$ cat src/rtl/vid_settings.svh
// Video timing generator settings
// Counter and bus widths, register map and reset values
`ifndef VID_SETTINGS_SVH
`define VID_SETTINGS_SVH

// Counter and bus widths
`define VID_HW 11
`define VID_VW 11
`define VID_DW 12
`define VID_AW 5

// Mode and compare registers, read and write
`define VID_A_MODE 5'h00
`define VID_A_HP   5'h01
`define VID_A_HBB  5'h02
`define VID_A_HBE  5'h03
`define VID_A_HDB  5'h04
`define VID_A_HDE  5'h05
`define VID_A_HS   5'h06
`define VID_A_VP   5'h08
`define VID_A_VBB  5'h09
`define VID_A_VBE  5'h0a
`define VID_A_VDB  5'h0b
`define VID_A_VDE  5'h0c
`define VID_A_VS   5'h0d
`define VID_A_VI   5'h0e

// Live counters and light pen, read only
`define VID_A_HC   5'h10
`define VID_A_VC   5'h11
`define VID_A_LPH  5'h12
`define VID_A_LPV  5'h13

// Reset and idle values
`define VID_MODE_RST 2'b00
`define VID_RD_ZERO  12'h000

`endif

$ cat src/rtl/vid_pkg.sv
// Shared types for the video timing generator
// Bus request, mode, compare sets and video outputs
`include "vid_settings.svh"

package vid_pkg;

	// Beam position
	typedef logic [`VID_HW-1:0] hpos_t;
	typedef logic [`VID_VW-1:0] vpos_t;

	// Line number with the field bit on top
	typedef struct packed {
		logic  field;
		vpos_t vpos;
	} vstat_t;

	typedef logic [`VID_DW-1:0] bus_word_t;

	// One host access, valid only, no ready
	typedef struct packed {
		logic               valid;
		logic               write;
		logic [`VID_AW-1:0] addr;
		bus_word_t          data;
	} bus_req_t;

	// Enable sits in data bit 0, interrupt enable in bit 1
	typedef struct packed {
		logic int_enable;
		logic enable;
	} vid_mode_t;

	// Horizontal compare set, all in pixels
	typedef struct packed {
		hpos_t period;
		hpos_t blank_begin;
		hpos_t blank_end;
		hpos_t disp_begin;
		hpos_t disp_end;
		hpos_t sync_begin;
	} h_timing_t;

	// Vertical compare set, all in lines
	typedef struct packed {
		vpos_t period;
		vpos_t blank_begin;
		vpos_t blank_end;
		vpos_t disp_begin;
		vpos_t disp_end;
		vpos_t sync_begin;
		vpos_t int_line;
	} v_timing_t;

	typedef struct packed {
		logic hblank;
		logic vblank;
		logic blank;
		logic hsync;
		logic vsync;
		logic start;
		logic disp_active;
	} video_out_t;

	// Next state of a set/clear window flag
	// Clear takes priority when both compares hit together
	function automatic logic window_next(input logic q, input logic set_hit, input logic clr_hit);
		logic nq;
		nq = q;
		if (clr_hit) begin
			nq = 1'b0;
		end else if (set_hit) begin
			nq = 1'b1;
		end
		return nq;
	endfunction

endpackage

$ cat src/rtl/vid_regs.sv
`timescale 1ns/1ps
// Host register file of the video timing generator
// Write decode into mode and compare values, registered readback mux
`include "vid_settings.svh"

module vid_regs (
	input  logic               sys_clk,
	input  logic               resetl,
	input  vid_pkg::bus_req_t  req,
	input  vid_pkg::hpos_t     hpos,
	input  vid_pkg::vstat_t    vstat,
	input  vid_pkg::hpos_t     lph,
	input  vid_pkg::vstat_t    lpv_stat,
	input  logic               lp_event,
	output logic               rd_valid,
	output vid_pkg::bus_word_t rd_data,
	output vid_pkg::vid_mode_t mode,
	output vid_pkg::h_timing_t h_cfg,
	output vid_pkg::v_timing_t v_cfg
);
	import vid_pkg::*;

	logic      wr_en;
	logic      rd_en;
	hpos_t     wr_h;
	vpos_t     wr_v;
	bus_word_t rd_next;

	assign wr_en = req.valid & req.write;
	assign rd_en = req.valid & ~req.write;
	// Compare values take the low bits of the bus word
	assign wr_h = req.data[`VID_HW-1:0];
	assign wr_v = req.data[`VID_VW-1:0];

	always_ff @(posedge sys_clk) begin
		if (!resetl) begin
			mode <= `VID_MODE_RST;
		end else if (wr_en && req.addr == `VID_A_MODE) begin
			mode <= req.data[$bits(vid_mode_t)-1:0];
		end
	end

	// Compare registers
	always_ff @(posedge sys_clk) begin
		if (wr_en) begin
			case (req.addr)
				`VID_A_HP:  h_cfg.period      <= wr_h;
				`VID_A_HBB: h_cfg.blank_begin <= wr_h;
				`VID_A_HBE: h_cfg.blank_end   <= wr_h;
				`VID_A_HDB: h_cfg.disp_begin  <= wr_h;
				`VID_A_HDE: h_cfg.disp_end    <= wr_h;
				`VID_A_HS:  h_cfg.sync_begin  <= wr_h;
				`VID_A_VP:  v_cfg.period      <= wr_v;
				`VID_A_VBB: v_cfg.blank_begin <= wr_v;
				`VID_A_VBE: v_cfg.blank_end   <= wr_v;
				`VID_A_VDB: v_cfg.disp_begin  <= wr_v;
				`VID_A_VDE: v_cfg.disp_end    <= wr_v;
				`VID_A_VS:  v_cfg.sync_begin  <= wr_v;
				`VID_A_VI:  v_cfg.int_line    <= wr_v;
				default: ;
			endcase
		end
	end

	// Readback select, unused upper bits read as zero
	always_comb begin
		rd_next = `VID_RD_ZERO;
		case (req.addr)
			`VID_A_MODE: rd_next[$bits(vid_mode_t)-1:0] = mode;
			`VID_A_HP:   rd_next[`VID_HW-1:0] = h_cfg.period;
			`VID_A_HBB:  rd_next[`VID_HW-1:0] = h_cfg.blank_begin;
			`VID_A_HBE:  rd_next[`VID_HW-1:0] = h_cfg.blank_end;
			`VID_A_HDB:  rd_next[`VID_HW-1:0] = h_cfg.disp_begin;
			`VID_A_HDE:  rd_next[`VID_HW-1:0] = h_cfg.disp_end;
			`VID_A_HS:   rd_next[`VID_HW-1:0] = h_cfg.sync_begin;
			`VID_A_VP:   rd_next[`VID_VW-1:0] = v_cfg.period;
			`VID_A_VBB:  rd_next[`VID_VW-1:0] = v_cfg.blank_begin;
			`VID_A_VBE:  rd_next[`VID_VW-1:0] = v_cfg.blank_end;
			`VID_A_VDB:  rd_next[`VID_VW-1:0] = v_cfg.disp_begin;
			`VID_A_VDE:  rd_next[`VID_VW-1:0] = v_cfg.disp_end;
			`VID_A_VS:   rd_next[`VID_VW-1:0] = v_cfg.sync_begin;
			`VID_A_VI:   rd_next[`VID_VW-1:0] = v_cfg.int_line;
			`VID_A_HC:   rd_next[`VID_HW-1:0] = hpos;
			`VID_A_VC:   rd_next = vstat;
			`VID_A_LPH: begin
				rd_next[`VID_HW-1:0] = lph;
				// Event flag rides in the top bit
				rd_next[`VID_DW-1] = lp_event;
			end
			`VID_A_LPV:  rd_next = lpv_stat;
			default: ;
		endcase
	end

	// Response one cycle after the request
	always_ff @(posedge sys_clk) begin
		if (!resetl) begin
			rd_valid <= 1'b0;
		end else begin
			rd_valid <= rd_en;
		end
	end

	always_ff @(posedge sys_clk) begin
		if (rd_en) begin
			rd_data <= rd_next;
		end
	end

endmodule

$ cat src/rtl/vid_line_timing.sv
`timescale 1ns/1ps
// Horizontal axis of the video timing generator
// Pixel counter, blank and sync windows, display start and active window

module vid_line_timing (
	input  logic               sys_clk,
	input  logic               resetl,
	input  vid_pkg::vid_mode_t mode,
	input  vid_pkg::h_timing_t h_cfg,
	input  logic               v_disp,
	output vid_pkg::hpos_t     hpos,
	output logic               line_end,
	output logic               disp_end_hit,
	output logic               hblank,
	output logic               hsync,
	output logic               start,
	output logic               disp_active
);
	import vid_pkg::*;

	logic  run;
	logic  blank_begin_hit;
	logic  blank_end_hit;
	logic  sync_begin_hit;
	logic  start_hit;
	hpos_t hpos_next;

	// Compares only count while the generator is enabled
	assign run = mode.enable;
	assign line_end = run & (hpos == h_cfg.period);
	assign disp_end_hit = run & (hpos == h_cfg.disp_end);
	assign blank_begin_hit = run & (hpos == h_cfg.blank_begin);
	assign blank_end_hit = run & (hpos == h_cfg.blank_end);
	assign sync_begin_hit = run & (hpos == h_cfg.sync_begin);
	// Display start only inside the vertical display window
	assign start_hit = run & v_disp & (hpos == h_cfg.disp_begin);

	// Line is period+1 pixels long
	always_comb begin
		if (line_end) begin
			hpos_next = '0;
		end else begin
			hpos_next = hpos + 1'b1;
		end
	end

	always_ff @(posedge sys_clk) begin
		if (!resetl || !run) begin
			hpos <= '0;
		end else begin
			hpos <= hpos_next;
		end
	end

	// Window flags follow their compares by one cycle
	always_ff @(posedge sys_clk) begin
		if (!resetl || !run) begin
			hblank      <= 1'b0;
			hsync       <= 1'b0;
			start       <= 1'b0;
			disp_active <= 1'b0;
		end else begin
			hblank <= window_next(hblank, blank_begin_hit, blank_end_hit);
			// Sync runs to the end of the line
			hsync <= window_next(hsync, sync_begin_hit, line_end);
			start <= start_hit;
			// Active window opens together with start
			disp_active <= window_next(disp_active, start_hit, disp_end_hit);
		end
	end

endmodule

$ cat src/rtl/vid_frame_timing.sv
`timescale 1ns/1ps
// Vertical axis of the video timing generator
// Line counter, field bit, vertical windows and line-compare interrupt

module vid_frame_timing (
	input  logic               sys_clk,
	input  logic               resetl,
	input  vid_pkg::vid_mode_t mode,
	input  vid_pkg::v_timing_t v_cfg,
	input  vid_pkg::hpos_t     hsync_begin,
	input  vid_pkg::hpos_t     hpos,
	input  logic               line_end,
	input  logic               disp_end_hit,
	output vid_pkg::vstat_t    vstat,
	output logic               field_end,
	output logic               v_disp,
	output logic               vblank,
	output logic               vsync,
	output logic               vint
);
	import vid_pkg::*;

	logic  run;
	vpos_t vpos;
	logic  field_q;
	logic  period_hit;
	logic  blank_begin_hit;
	logic  blank_end_hit;
	logic  disp_begin_hit;
	logic  disp_end_line;
	logic  sync_begin_hit;
	logic  int_hit;

	assign run = mode.enable;
	assign period_hit = vpos == v_cfg.period;
	// Last pixel of the last line
	assign field_end = line_end & period_hit;
	assign vstat = '{field: field_q, vpos: vpos};

	assign blank_begin_hit = vpos == v_cfg.blank_begin;
	assign blank_end_hit = vpos == v_cfg.blank_end;
	assign disp_begin_hit = vpos == v_cfg.disp_begin;
	assign disp_end_line = vpos == v_cfg.disp_end;
	// Vsync lines up with the horizontal sync edge
	assign sync_begin_hit = (vpos == v_cfg.sync_begin) & (hpos == hsync_begin);
	// disp_end_hit is already qualified by enable
	assign int_hit = mode.int_enable & (vpos == v_cfg.int_line) & disp_end_hit;

	// Line counter steps at each line end, field toggles on wrap
	always_ff @(posedge sys_clk) begin
		if (!resetl || !run) begin
			vpos    <= '0;
			field_q <= 1'b0;
		end else if (line_end) begin
			if (period_hit) begin
				vpos    <= '0;
				field_q <= ~field_q;
			end else begin
				vpos <= vpos + 1'b1;
			end
		end
	end

	always_ff @(posedge sys_clk) begin
		if (!resetl || !run) begin
			vblank <= 1'b0;
			v_disp <= 1'b0;
			vsync  <= 1'b0;
			vint   <= 1'b0;
		end else begin
			vblank <= window_next(vblank, blank_begin_hit, blank_end_hit);
			v_disp <= window_next(v_disp, disp_begin_hit, disp_end_line);
			vsync  <= window_next(vsync, sync_begin_hit, period_hit);
			vint   <= int_hit;
		end
	end

endmodule

$ cat src/rtl/vid_lightpen.sv
`timescale 1ns/1ps
// Light-pen capture
// Synchronises the pen strobe, latches beam position, keeps a per-field event flag

module vid_lightpen (
	input  logic            sys_clk,
	input  logic            resetl,
	input  logic            lp,
	input  vid_pkg::hpos_t  hpos,
	input  vid_pkg::vstat_t vstat,
	input  logic            field_end,
	output vid_pkg::hpos_t  lph,
	output vid_pkg::vstat_t lpv_stat,
	output logic            lp_event
);
	logic lp_meta;
	logic lp_sync;
	logic lp_load;

	// Two-flop synchroniser on the async strobe
	always_ff @(posedge sys_clk) begin
		if (!resetl) begin
			lp_meta <= 1'b0;
			lp_sync <= 1'b0;
		end else begin
			lp_meta <= lp;
			lp_sync <= lp_meta;
		end
	end

	// Rising edge as seen by the second flop
	assign lp_load = lp_meta & ~lp_sync;

	always_ff @(posedge sys_clk) begin
		if (lp_load) begin
			lph      <= hpos;
			lpv_stat <= vstat;
		end
	end

	// A capture in the field-end cycle keeps the flag set
	always_ff @(posedge sys_clk) begin
		if (!resetl) begin
			lp_event <= 1'b0;
		end else if (lp_load) begin
			lp_event <= 1'b1;
		end else if (field_end) begin
			lp_event <= 1'b0;
		end
	end

endmodule

$ cat src/rtl/vid_top.sv
`timescale 1ns/1ps
// Video timing generator top level
// Register file, horizontal and vertical timing and light pen

module vid_top (
	input  logic                sys_clk,
	input  logic                resetl,
	input  vid_pkg::bus_req_t   req,
	input  logic                lp,
	output logic                rd_valid,
	output vid_pkg::bus_word_t  rd_data,
	output vid_pkg::video_out_t video,
	output logic                vint
);
	import vid_pkg::*;

	vid_mode_t mode;
	h_timing_t h_cfg;
	v_timing_t v_cfg;
	hpos_t     hpos;
	vstat_t    vstat;
	hpos_t     lph;
	vstat_t    lpv_stat;
	logic      lp_event;
	logic      line_end;
	logic      disp_end_hit;
	logic      field_end;
	logic      v_disp;
	logic      hblank;
	logic      hsync;
	logic      start;
	logic      disp_active;
	logic      vblank;
	logic      vsync;

	vid_regs u_vid_regs (
		.sys_clk (sys_clk),
		.resetl  (resetl),
		.req     (req),
		.hpos    (hpos),
		.vstat   (vstat),
		.lph     (lph),
		.lpv_stat(lpv_stat),
		.lp_event(lp_event),
		.rd_valid(rd_valid),
		.rd_data (rd_data),
		.mode    (mode),
		.h_cfg   (h_cfg),
		.v_cfg   (v_cfg)
	);

	vid_line_timing u_vid_line_timing (
		.sys_clk     (sys_clk),
		.resetl      (resetl),
		.mode        (mode),
		.h_cfg       (h_cfg),
		.v_disp      (v_disp),
		.hpos        (hpos),
		.line_end    (line_end),
		.disp_end_hit(disp_end_hit),
		.hblank      (hblank),
		.hsync       (hsync),
		.start       (start),
		.disp_active (disp_active)
	);

	// Vsync start shares the hsync begin compare value
	vid_frame_timing u_vid_frame_timing (
		.sys_clk     (sys_clk),
		.resetl      (resetl),
		.mode        (mode),
		.v_cfg       (v_cfg),
		.hsync_begin (h_cfg.sync_begin),
		.hpos        (hpos),
		.line_end    (line_end),
		.disp_end_hit(disp_end_hit),
		.vstat       (vstat),
		.field_end   (field_end),
		.v_disp      (v_disp),
		.vblank      (vblank),
		.vsync       (vsync),
		.vint        (vint)
	);

	vid_lightpen u_vid_lightpen (
		.sys_clk  (sys_clk),
		.resetl   (resetl),
		.lp       (lp),
		.hpos     (hpos),
		.vstat    (vstat),
		.field_end(field_end),
		.lph      (lph),
		.lpv_stat (lpv_stat),
		.lp_event (lp_event)
	);

	// Composite blank from both axes
	assign video = '{
		hblank:      hblank,
		vblank:      vblank,
		blank:       hblank | vblank,
		hsync:       hsync,
		vsync:       vsync,
		start:       start,
		disp_active: disp_active
	};

endmodule

$ cat config.mk
export PLATFORM = sky130hd
export DESIGN_NAME = vid_top
export DESIGN_NICKNAME = d
export VERILOG_FILES = /design/src/rtl/vid_pkg.sv /design/src/rtl/vid_regs.sv /design/src/rtl/vid_line_timing.sv /design/src/rtl/vid_frame_timing.sv /design/src/rtl/vid_lightpen.sv /design/src/rtl/vid_top.sv
export VERILOG_INCLUDE_DIRS = /design/src /design/src/rtl
export SDC_FILE = /design/constraint.sdc
export NUM_CORES = 1
export LEC_CHECK = 0
export BUFFER_PORTS_ARGS = -buffer_cell sky130_fd_sc_hd__buf_2
export CORE_MARGIN = 10
export CORE_UTILIZATION = 40
export CTS_CLUSTER_DIAMETER = 50
export DETAILED_ROUTE_END_ITERATION = 16
export SETUP_SLACK_MARGIN = 0.02
export SYNTH_ARGS = -nofsm -noshare
export SYNTH_HDL_FRONTEND = slang
export SYNTH_SLANG_ARGS = --single-unit
$ cat constraint.sdc
create_clock -name sys_clk -period 2.7 [get_ports sys_clk]
set_input_delay 0.405 -clock sys_clk [delete_from_list [all_inputs] [get_ports sys_clk]]
set_output_delay 0.405 -clock sys_clk [all_outputs]
set_load 0.01 [all_outputs]
==> results of run 1 <==
[worst max path at each step]
stage	start	endpoint	slack, ns	cells past startpoint
2_1_floorplan	req[12]	u_vid_regs.v_cfg[11]	0.25	3
3_3_place_gp	req[16]	u_vid_regs.h_cfg[30]	0.31	5
3_5_place_dp	req[16]	u_vid_regs.h_cfg[8]	0.25	5
4_1_cts	u_vid_regs.h_cfg[63]	u_vid_frame_timing.vpos[7]	0.27	6
5_1_grt	u_vid_regs.h_cfg[63]	u_vid_frame_timing.vpos[7]	0.12	6
6_report	u_vid_regs.h_cfg[63]	u_vid_frame_timing.vpos[7]	0.25	6
[report_power, final]
part,internal [uW],switching (uW),leakage (uW),total (uW)
Combinational,70.7,164,0.00186,235
Sequential,3620,18.7,0.00195,3640
Clock,2300,1440,0.000448,3740
Total,6000,1620,0.00425,7620
[layer usage]
metal / vias to the layer above / GRT usage
met5: - / 0
met1: 3489 / 0.275
met4: 0 / 0.0851
li1: 3114 / -
met2: 405 / 0.301
met3: 64 / 0.0382
[per-stage QoR]
stage | hold slack, ns | total power [uW] | setup slack [ns]
6_report | 0.0909 | 7620 | 0.248
5_1_grt | 0.0773 | 7820 | 0.119
4_1_cts | 0.0762 | 7660 | 0.273
2_1_floorplan | 0.403 | 3810 | 0.254
3_5_place_dp | 0.438 | 3940 | 0.246
3_3_place_gp | 0.435 | 3940 | 0.307
[synthesized netlist by cell type (25+ instances only)]
cell      number
nor2_1        32
xnor2_1       53
nand2_1       33
and3_1        27
xor2_1        97
dfxtp_1       37
nand4_1       25
clkbuf_1      31
a22oi_1       71
edfxtp_1     178
nand3_1       28
[final cells by class]
| class | instances | share of cell area |
|---|---|---|
| clock inverters | 18 | 0.0217 |
| inverters | 1 | 0.000320 |
| multi-input cells | 507 | 0.306 |
| clock buffers | 30 | 0.0576 |
| repair buffers | 103 | 0.0604 |
| flip-flops and latches | 215 | 0.519 |
| well taps | 324 | 0.0346 |
[cells by family (layout without fill, tap and decap cells)]
family | count (synthesis) | after routing | share of synthesized area
multiplexers | 4 | 4 | 0.00417
flip-flops | 215 | 215 | 0.614
adder cells (fa/ha/maj) | 2 | 2 | 0.00252
buffers and inverters | 57 | 152 | 0.0281
XOR/XNOR | 152 | 152 | 0.136
AND/OR/NAND/NOR | 236 | 236 | 0.129
AO/OA/AOI/OAI | 113 | 113 | 0.0863
[state kept, by name, summed over array words and instances (netlist names), 2 cells and up]
name and cells:
u_vid_lightpen.lpv_stat 12, u_vid_regs.mode 2, u_vid_regs.h_cfg 66, u_vid_line_timing.hpos 11, u_vid_lightpen.lph 11, u_vid_regs.rd_data 12
u_vid_regs.v_cfg 77, u_vid_frame_timing.vpos 11
[placed cells by master (no fill, tap or decap), types with 11 or more instances in the layout]
cell / count
nor2_1: 32
buf_4: 59
xnor2_1: 53
a31oi_1: 11
a22oi_1: 71
nand4_1: 25
buf_2: 41
nand2_1: 33
nand3_1: 28
and2_1: 12
xor2_1: 97
and3_1: 27
nor3_1: 19
nor4_1: 20
dfxtp_1: 37
edfxtp_1: 178
clkbuf_16: 26
==> impl_metrics.toml, run 1 <==
[sta]
worst_pin_slew_ns = 0.825
hold_viol = 0
period_minus_slack_ns = 2.45
period_share = 0.908
fin_tns_setup_ns = 0
finClkSkew_ns = 0.0331
final-setup-viol-count = 0
drv_slew = 0
max_slew_margin = 0.449
fmax_mhz = 408
rsz0062_at_grt = "false"

[placed_design]
io_buffers = 41
placed_area_um2 = 10800
gp_congestion = 0.926
dp_cells = 1150
hpwlAfterDp_um = 23500

[global_route]
antenna_found_initial = 0
grt_pass1_wl_um = 46300
grt_overflow = 0
grt_pass1_vias = 6878
grt_max_degree = 25
track_usage = 0.199

[final_layout]
final_nets = 878
synthToLayoutAreaGrowth_pct = 18.3
finish.utilization = 0.482
nFillCells = 2165
drive_gt1_frac = 0.185
multiInputGateArea_um2 = 3590
final_cells = 1198
seqCellArea_um2 = 6090
n_antenna_cell = 0
fin_area_um2 = 11700

[clocking]
cts_tree = "done"
htreeDepth = 1
cts.path.max_buffers = 3
clock_sink_count = 215
clock_latency_ns = 0.55
cts_resized = 0
post-cts-setup-buffers = 0
numCtsBuffers = 26
clk_pin_slew_worst_paths_ns = 0.06
cts_root_buf = "clkbuf_16"
postCtsHoldBufs = 0

[routing]
wl_met1_um = 13600
dr.max_layer_used = "met4"
drt-total-wl_um = 32200
viasPerCell = 5.90
vias = 7072
wl_met3_um = 3080
dr.pass1.iters = 6
drcViolationCount = 0
ant_nets = 0
met2RoutedLength_um = 14200
detailedRoute.firstIterationViolations = 920
wire_per_inst_um = 26.9

[setup_path]
crit_type = "register to register"
endpoint_kind = "register"
timing.rr.start = "u_vid_regs.h_cfg[63]"
cpMaxStageDelayCell = "or4_1"
required_ns = 3.12
crit_top_cell = "or4_1"
cpLargestDelayFamily = "simple AND/OR/NAND/NOR gates"
reg2reg_depth = 6
max_stage_delay_ns = 0.53
path_cells = "xnor2_1 > nand4_1 > or4_1 > buf_4 > or4_1 > a31oi_1"
critPathMaxFanout = 17
critPathBufInv = 1
reg2reg_to = "u_vid_frame_timing.vpos[7]"
worst_ep_arrival_time_ns = 2.87
ff2ff_setup_slack_ns = 0.25
critPathLaunchType = "register"

[min_path]
min_from = "lp"
holdPathStages = 2
hold_end = "u_vid_lightpen.lp_meta"
hold_class = "input port to register"

[yosys]
synth_top_area_share = 0.539
synthTopCellsByArea = "edfxtp_1, xor2_1, dfxtp_1"
ys_async_sr_fraction = 0
yosysUniqueCellTypes = 50
yosysTopAreaCell = "edfxtp_1"
synth_seq_cells = 215
synth-edff-count = 178
synth_nets = 803
syn_area_um2 = 9910
ys.flop_type = "edfxtp_1"
seq_area_frac_synth = 0.614
syn_area_per_cell_um2 = 12.7
yosysWarnings = 0
netlist_instances = 779

[status]
run_status = "complete, no violations"

[power_and_ir_drop]
power_density_nw_per_um2 = 650
peakVddDrop_mv = 0.473
leakage_uw = 0.00425

[die]
die-area_um2 = 31500
pin_count = 43
die_w_um = 177
core-area_um2 = 24300
die_h_um = 177
num_rows = 57
start_util = 0.408

[flow_run]
drv_cap = 0
Power figures use the tool's default switching activity.
==> inputs of run 2 (changes only) <==
CORE_MARGIN = 2   (was 10)
==> run 2 against run 1 <==
Effect of this change:
- global-route usage increased by 5.0 points
- sequential power about the same
- sequential cell count unchanged
- final area decreased by 0.91%
- clock power decreased by 10%
- sequential share of layout area increased by 0.48 points
- first-iteration DRC count increased by 13%
- critical path type unchanged
- fmax decreased by 1.5%
- total power decreased by 4.9%
- die area decreased by 17%
==> impl_metrics.toml, run 2 (synthesized netlist as in run 1, its figures left out) <==
[clocking]
postCtsHoldBufs = 0
cts.path.max_buffers = 3
post-cts-setup-buffers = 0
cts_root_buf = "clkbuf_16"
cts_tree = "done"
clock_latency_ns = 0.54
clock_sink_count = 215
cts_resized = 0
htreeDepth = 1
numCtsBuffers = 26
clk_pin_slew_worst_paths_ns = 0.06

[setup_path]
timing.rr.start = "u_vid_regs.h_cfg[55]"
reg2reg_to = "u_vid_frame_timing.vpos[7]"
worst_ep_arrival_time_ns = 2.91
cpMaxStageDelayCell = "or4_1"
reg2reg_depth = 6
max_stage_delay_ns = 0.55
crit_type = "register to register"
critPathMaxFanout = 15
required_ns = 3.13
endpoint_kind = "register"
path_cells = "xnor2_1 > nand4_1 > or4_1 > buf_4 > or4_1 > a31oi_1"
crit_top_cell = "or4_1"
ff2ff_setup_slack_ns = 0.21
critPathLaunchType = "register"

[final_layout]
regMostFlops = "u_vid_regs.v_cfg"
largestRegisters = "u_vid_regs.v_cfg x77, u_vid_regs.h_cfg x66"
layout_common_cells = "edfxtp_1, xor2_1, a22oi_1"
synthToLayoutAreaGrowth_pct = 17.2
final_cells = 1199
drive_gt1_frac = 0.185
finish.utilization = 0.478
n_antenna_cell = 0
largest_register_ffs = 77
final_nets = 879
layout_commonest_cell = "edfxtp_1"

[min_path]
hold_class = "input port to register"
min_from = "lp"
hold_end = "u_vid_lightpen.lp_meta"
holdPathStages = 2

[sta]
max_slew_margin = 0.462
final-setup-viol-count = 0
fin_tns_setup_ns = 0
finClkSkew_ns = 0.0237
period_minus_slack_ns = 2.49
whs_ns = 0.0972
fmax_mhz = 402
period_share = 0.921
drv_slew = 0
layout_setup_ws_ns = 0.212
rsz0062_at_grt = "false"
hold_viol = 0
worst_pin_slew_ns = 0.805

[placed_design]
hpwlAfterDp_um = 23400
dp_cells = 1151
pre_cts_ws_ns = 0.255
io_buffers = 41
gp_congestion = 0.962

[power_and_ir_drop]
p_comb_frac = 0.033
clkPwrFrac = 0.464
leakage_uw = 0.00421
peakVddDrop_mv = 0.352
power_density_nw_per_um2 = 623
power.internal_uw = 5650
net-switching-power_uw = 1590
p_sw_frac = 0.220
power_frac_seq = 0.503

[global_route]
busiest_layer = "met2"
grt_max_degree = 25
grt_use_met1 = 0.361
grt_pass1_wl_um = 47400
track_usage = 0.250
grt_pass1_vias = 6840
antenna_found_initial = 1
grt_overflow = 0
use_met3 = 0.0426
use_met2 = 0.383

[die]
die_w_um = 161
num_rows = 57
pin_count = 43
start_util = 0.408
die-area_um2 = 26100
core-area_um2 = 24300
die_h_um = 161

[routing]
ant_nets = 0
wire_per_inst_um = 27.1
viasPerCell = 5.94
detailedRoute.firstIterationViolations = 1038
drcViolationCount = 0
drt-total-wl_um = 32500
vias = 7122
dr.pass1.iters = 7

[status]
run_status = "complete, no violations"

[flow_run]
drv_cap = 0
run 2: worst max-delay path, delay by kind of cell (launching register included):
kind | cells | cell delay [ns]
buffers and inverters | 1 | 0.23
DFF | 1 | 0.46
xor gates and xnor gates | 1 | 0.32
and+or+nand+nor | 3 | 1.18
AOI/OAI and AO/OA | 1 | 0.19
run 2: worst max-delay path by stage:
stage / from / end / slack [ns]
global route: u_vid_regs.h_cfg[55] / u_vid_frame_timing.vpos[7] / 0.1
floorplan: req[12] / u_vid_regs.v_cfg[11] / 0.25
global placement: req[15] / u_vid_regs.h_cfg[60] / 0.22
finish: u_vid_regs.h_cfg[55] / u_vid_frame_timing.vpos[7] / 0.21
CTS: u_vid_regs.h_cfg[55] / u_vid_frame_timing.vpos[7] / 0.24
detailed placement: req[15] / u_vid_regs.h_cfg[59] / 0.25
run 2: cell type report:
| class | count | area (um^2) |
|---|---|---|
| clock buffers | 36 | 749 |
| clock inverters | 12 | 83.8 |
| fillers | 2129 | 12700 |
| inverters | 1 | 3.75 |
| multi-input cells | 507 | 3580 |
| flip-flops and latches | 215 | 6090 |
| well taps | 324 | 405 |
| repair buffers | 104 | 703 |
run 2: power by group through the flow:
stage | registers, uW | clock network [uW] | logic [uW]
floorplan | 3710 | 0 | 93.9
global placement | 3710 | 0 | 232
detailed placement | 3710 | 0 | 232
CTS | 3640 | 3390 | 233
global route | 3640 | 3520 | 252
finish | 3640 | 3360 | 238
run 2: per-stage QoR:
step                instance area (um^2)  total power (uW)
global placement                   10800              3940
finish                             11600              7240
detailed placement                 10800              3940
CTS                                11600              7270
floorplan                           9910              3810
global route                       11600              7420
run 2: layer usage:
layer / up-vias / part of all wire
li1: 3103 / -
met1: 3456 / 0.43
met2: 482 / 0.44
met3: 81 / 0.097
met4: 0 / 0.037
met5: - / 0
==> inputs of run 3 (changes only) <==
clock period = 2.71 ns   (was 2.7 ns; I/O delays follow)
==> run 3 against run 2 <==
Effect of this change:
- highest routed layer unchanged
- first-iteration DRC count rose by 12%
- sequential power about the same
- fmax rose by 1.2%
- total power is 5.9% higher
- combinational power down 2%
- clock-buffer cell count decreased by 1
- critical path depth stayed put
- final area increased by 1.1%
- sequential share of layout area fell by 0.56 points
- core utilization grew 0.51 points
- setup slack gained 0.040 ns
==> impl_metrics.toml, run 3 (synthesized netlist as in run 1, its figures left out) <==
[status]
run_status = "complete, no violations"

[die]
pin_count = 43
num_rows = 57
start_util = 0.408
die_h_um = 161
core-area_um2 = 24300
die_w_um = 161
die-area_um2 = 26100

[final_layout]
n_antenna_cell = 0
largest_register_ffs = 77
synthToLayoutAreaGrowth_pct = 18.4
finish.utilization = 0.483
layout_common_cells = "edfxtp_1, xor2_1, a22oi_1"
layout_commonest_cell = "edfxtp_1"
nFillCells = 2150
drive_gt1_frac = 0.188
largestRegisters = "u_vid_regs.v_cfg x77, u_vid_regs.h_cfg x66"
regMostFlops = "u_vid_regs.v_cfg"
final_nets = 881

[setup_path]
crit_type = "register to register"
critPathMaxFanout = 15
ff2ff_setup_slack_ns = 0.25
endpoint_kind = "register"
worst_ep_arrival_time_ns = 2.91
crit_path_start = "u_vid_regs.h_cfg[63]"
required_ns = 3.16
reg2reg_to = "u_vid_frame_timing.vpos[7]"
path_cells = "xnor2_1 > nand4_1 > or4_1 > buf_4 > or4_1 > a31oi_1"
reg2reg_depth = 6
max_stage_delay_ns = 0.59
crit_end = "u_vid_frame_timing.vpos[7]"
critPathLaunchType = "register"
timing.rr.start = "u_vid_regs.h_cfg[63]"
crit_top_cell = "or4_1"
cpMaxStageDelayCell = "or4_1"

[global_route]
grt_max_degree = 25
track_usage = 0.251
grt_pass1_vias = 7019
antenna_found_initial = 0
grt_overflow = 0
grt_pass1_wl_um = 47400

[placed_design]
io_buffers = 41
hpwlAfterDp_um = 23600
gp_congestion = 0.942

[sta]
max_slew_margin = 0.497
final-setup-viol-count = 0
drv_slew = 0
finClkSkew_ns = 0.0198
worst_pin_slew_ns = 0.749
rsz0062_at_grt = "false"
period_share = 0.907
hold_viol = 0
fin_tns_setup_ns = 0
period_minus_slack_ns = 2.46
fmax_mhz = 407

[min_path]
hold_class = "input port to register"

[clocking]
cts_resized = 0
htreeDepth = 1
numCtsBuffers = 28
cts_root_buf = "clkbuf_16"
clk_pin_slew_worst_paths_ns = 0.06
post-cts-setup-buffers = 0
cts_tree = "done"
cts.path.max_buffers = 3
clock_sink_count = 215
postCtsHoldBufs = 0
clock_latency_ns = 0.54

[routing]
wire_per_inst_um = 27.1
viasPerCell = 6.00
drt-total-wl_um = 32600
ant_nets = 0
drcViolationCount = 0
vias = 7213
detailedRoute.firstIterationViolations = 1165
dr.pass1.iters = 6

[power_and_ir_drop]
leakage_uw = 0.00428
peakVddDrop_mv = 0.504
power_density_nw_per_um2 = 653

[flow_run]
drv_cap = 0
run 3: cell types whose count changed in the layout (fill, tap and decap cells not counted):
cell and change:
clkinv_2 -2, buf_4 +1, buf_12 -1, inv_6 -1, clkbuf_8 -1, clkinv_1 +3
clkinvlp_4 -1, clkbuf_16 +2, clkbuf_1 -2, inv_8 +3, bufinv_16 +3
run 3: through the flow:
step	setup WS (ns)	std cells	cell area (um^2)	power (uW)	hold WS, ns
2_1_floorplan	0.263	779	9910	3790	0.403
3_3_place_gp	0.279	1151	10800	3930	0.436
3_5_place_dp	0.266	1151	10800	3930	0.438
4_1_cts	0.274	1203	11700	7710	0.0663
5_1_grt	0.174	1203	11700	7870	0.0741
6_report	0.253	1203	11700	7670	0.0775
run 3: power by group:
group | internal [uW] | switching, uW | total [uW]
clock | 2340 | 1460 | 3800
combinational | 68.3 | 165 | 234
sequential | 3610 | 18.7 | 3630
run 3: cell type report:
class / instances / area (um^2) / area share
repair buffers: 104 / 691 / 0.0588
clock buffers: 35 / 778 / 0.0663
multi-input cells: 507 / 3580 / 0.305
well taps: 324 / 405 / 0.0345
inverters: 1 / 3.75 / 0.000320
clock inverters: 17 / 193 / 0.0164
flip-flops and latches: 215 / 6090 / 0.518
run 3: critical path, delay by kind of cell, from the launching register on:
family                 cells  cell delay, ns
AO/OA/AOI/OAI              1            0.18
XOR/XNOR                   1            0.23
buffers and inverters      1            0.23
flip-flops                 1            0.45
AND/OR/NAND/NOR            3            1.25
run 3: routing by layer:
metal	global-route usage	share of wire
met5	0	0
met4	0.0832	0.034
met3	0.0413	0.095
met2	0.394	0.46
met1	0.355	0.42
run 3: worst min path at each step:
stage / from / endpoint / slack (ns) / depth (start not counted)
6_report: lp / u_vid_lightpen.lp_meta / 0.08 / 2
2_1_floorplan: u_vid_line_timing.hpos[10] / u_vid_lightpen.lph[10] / 0.40 / 0
4_1_cts: lp / u_vid_lightpen.lp_meta / 0.07 / 2
5_1_grt: lp / u_vid_lightpen.lp_meta / 0.07 / 2
3_3_place_gp: u_vid_lightpen.lp_meta / u_vid_lightpen.lp_sync / 0.44 / 1
3_5_place_dp: u_vid_lightpen.lp_meta / u_vid_lightpen.lp_sync / 0.44 / 1
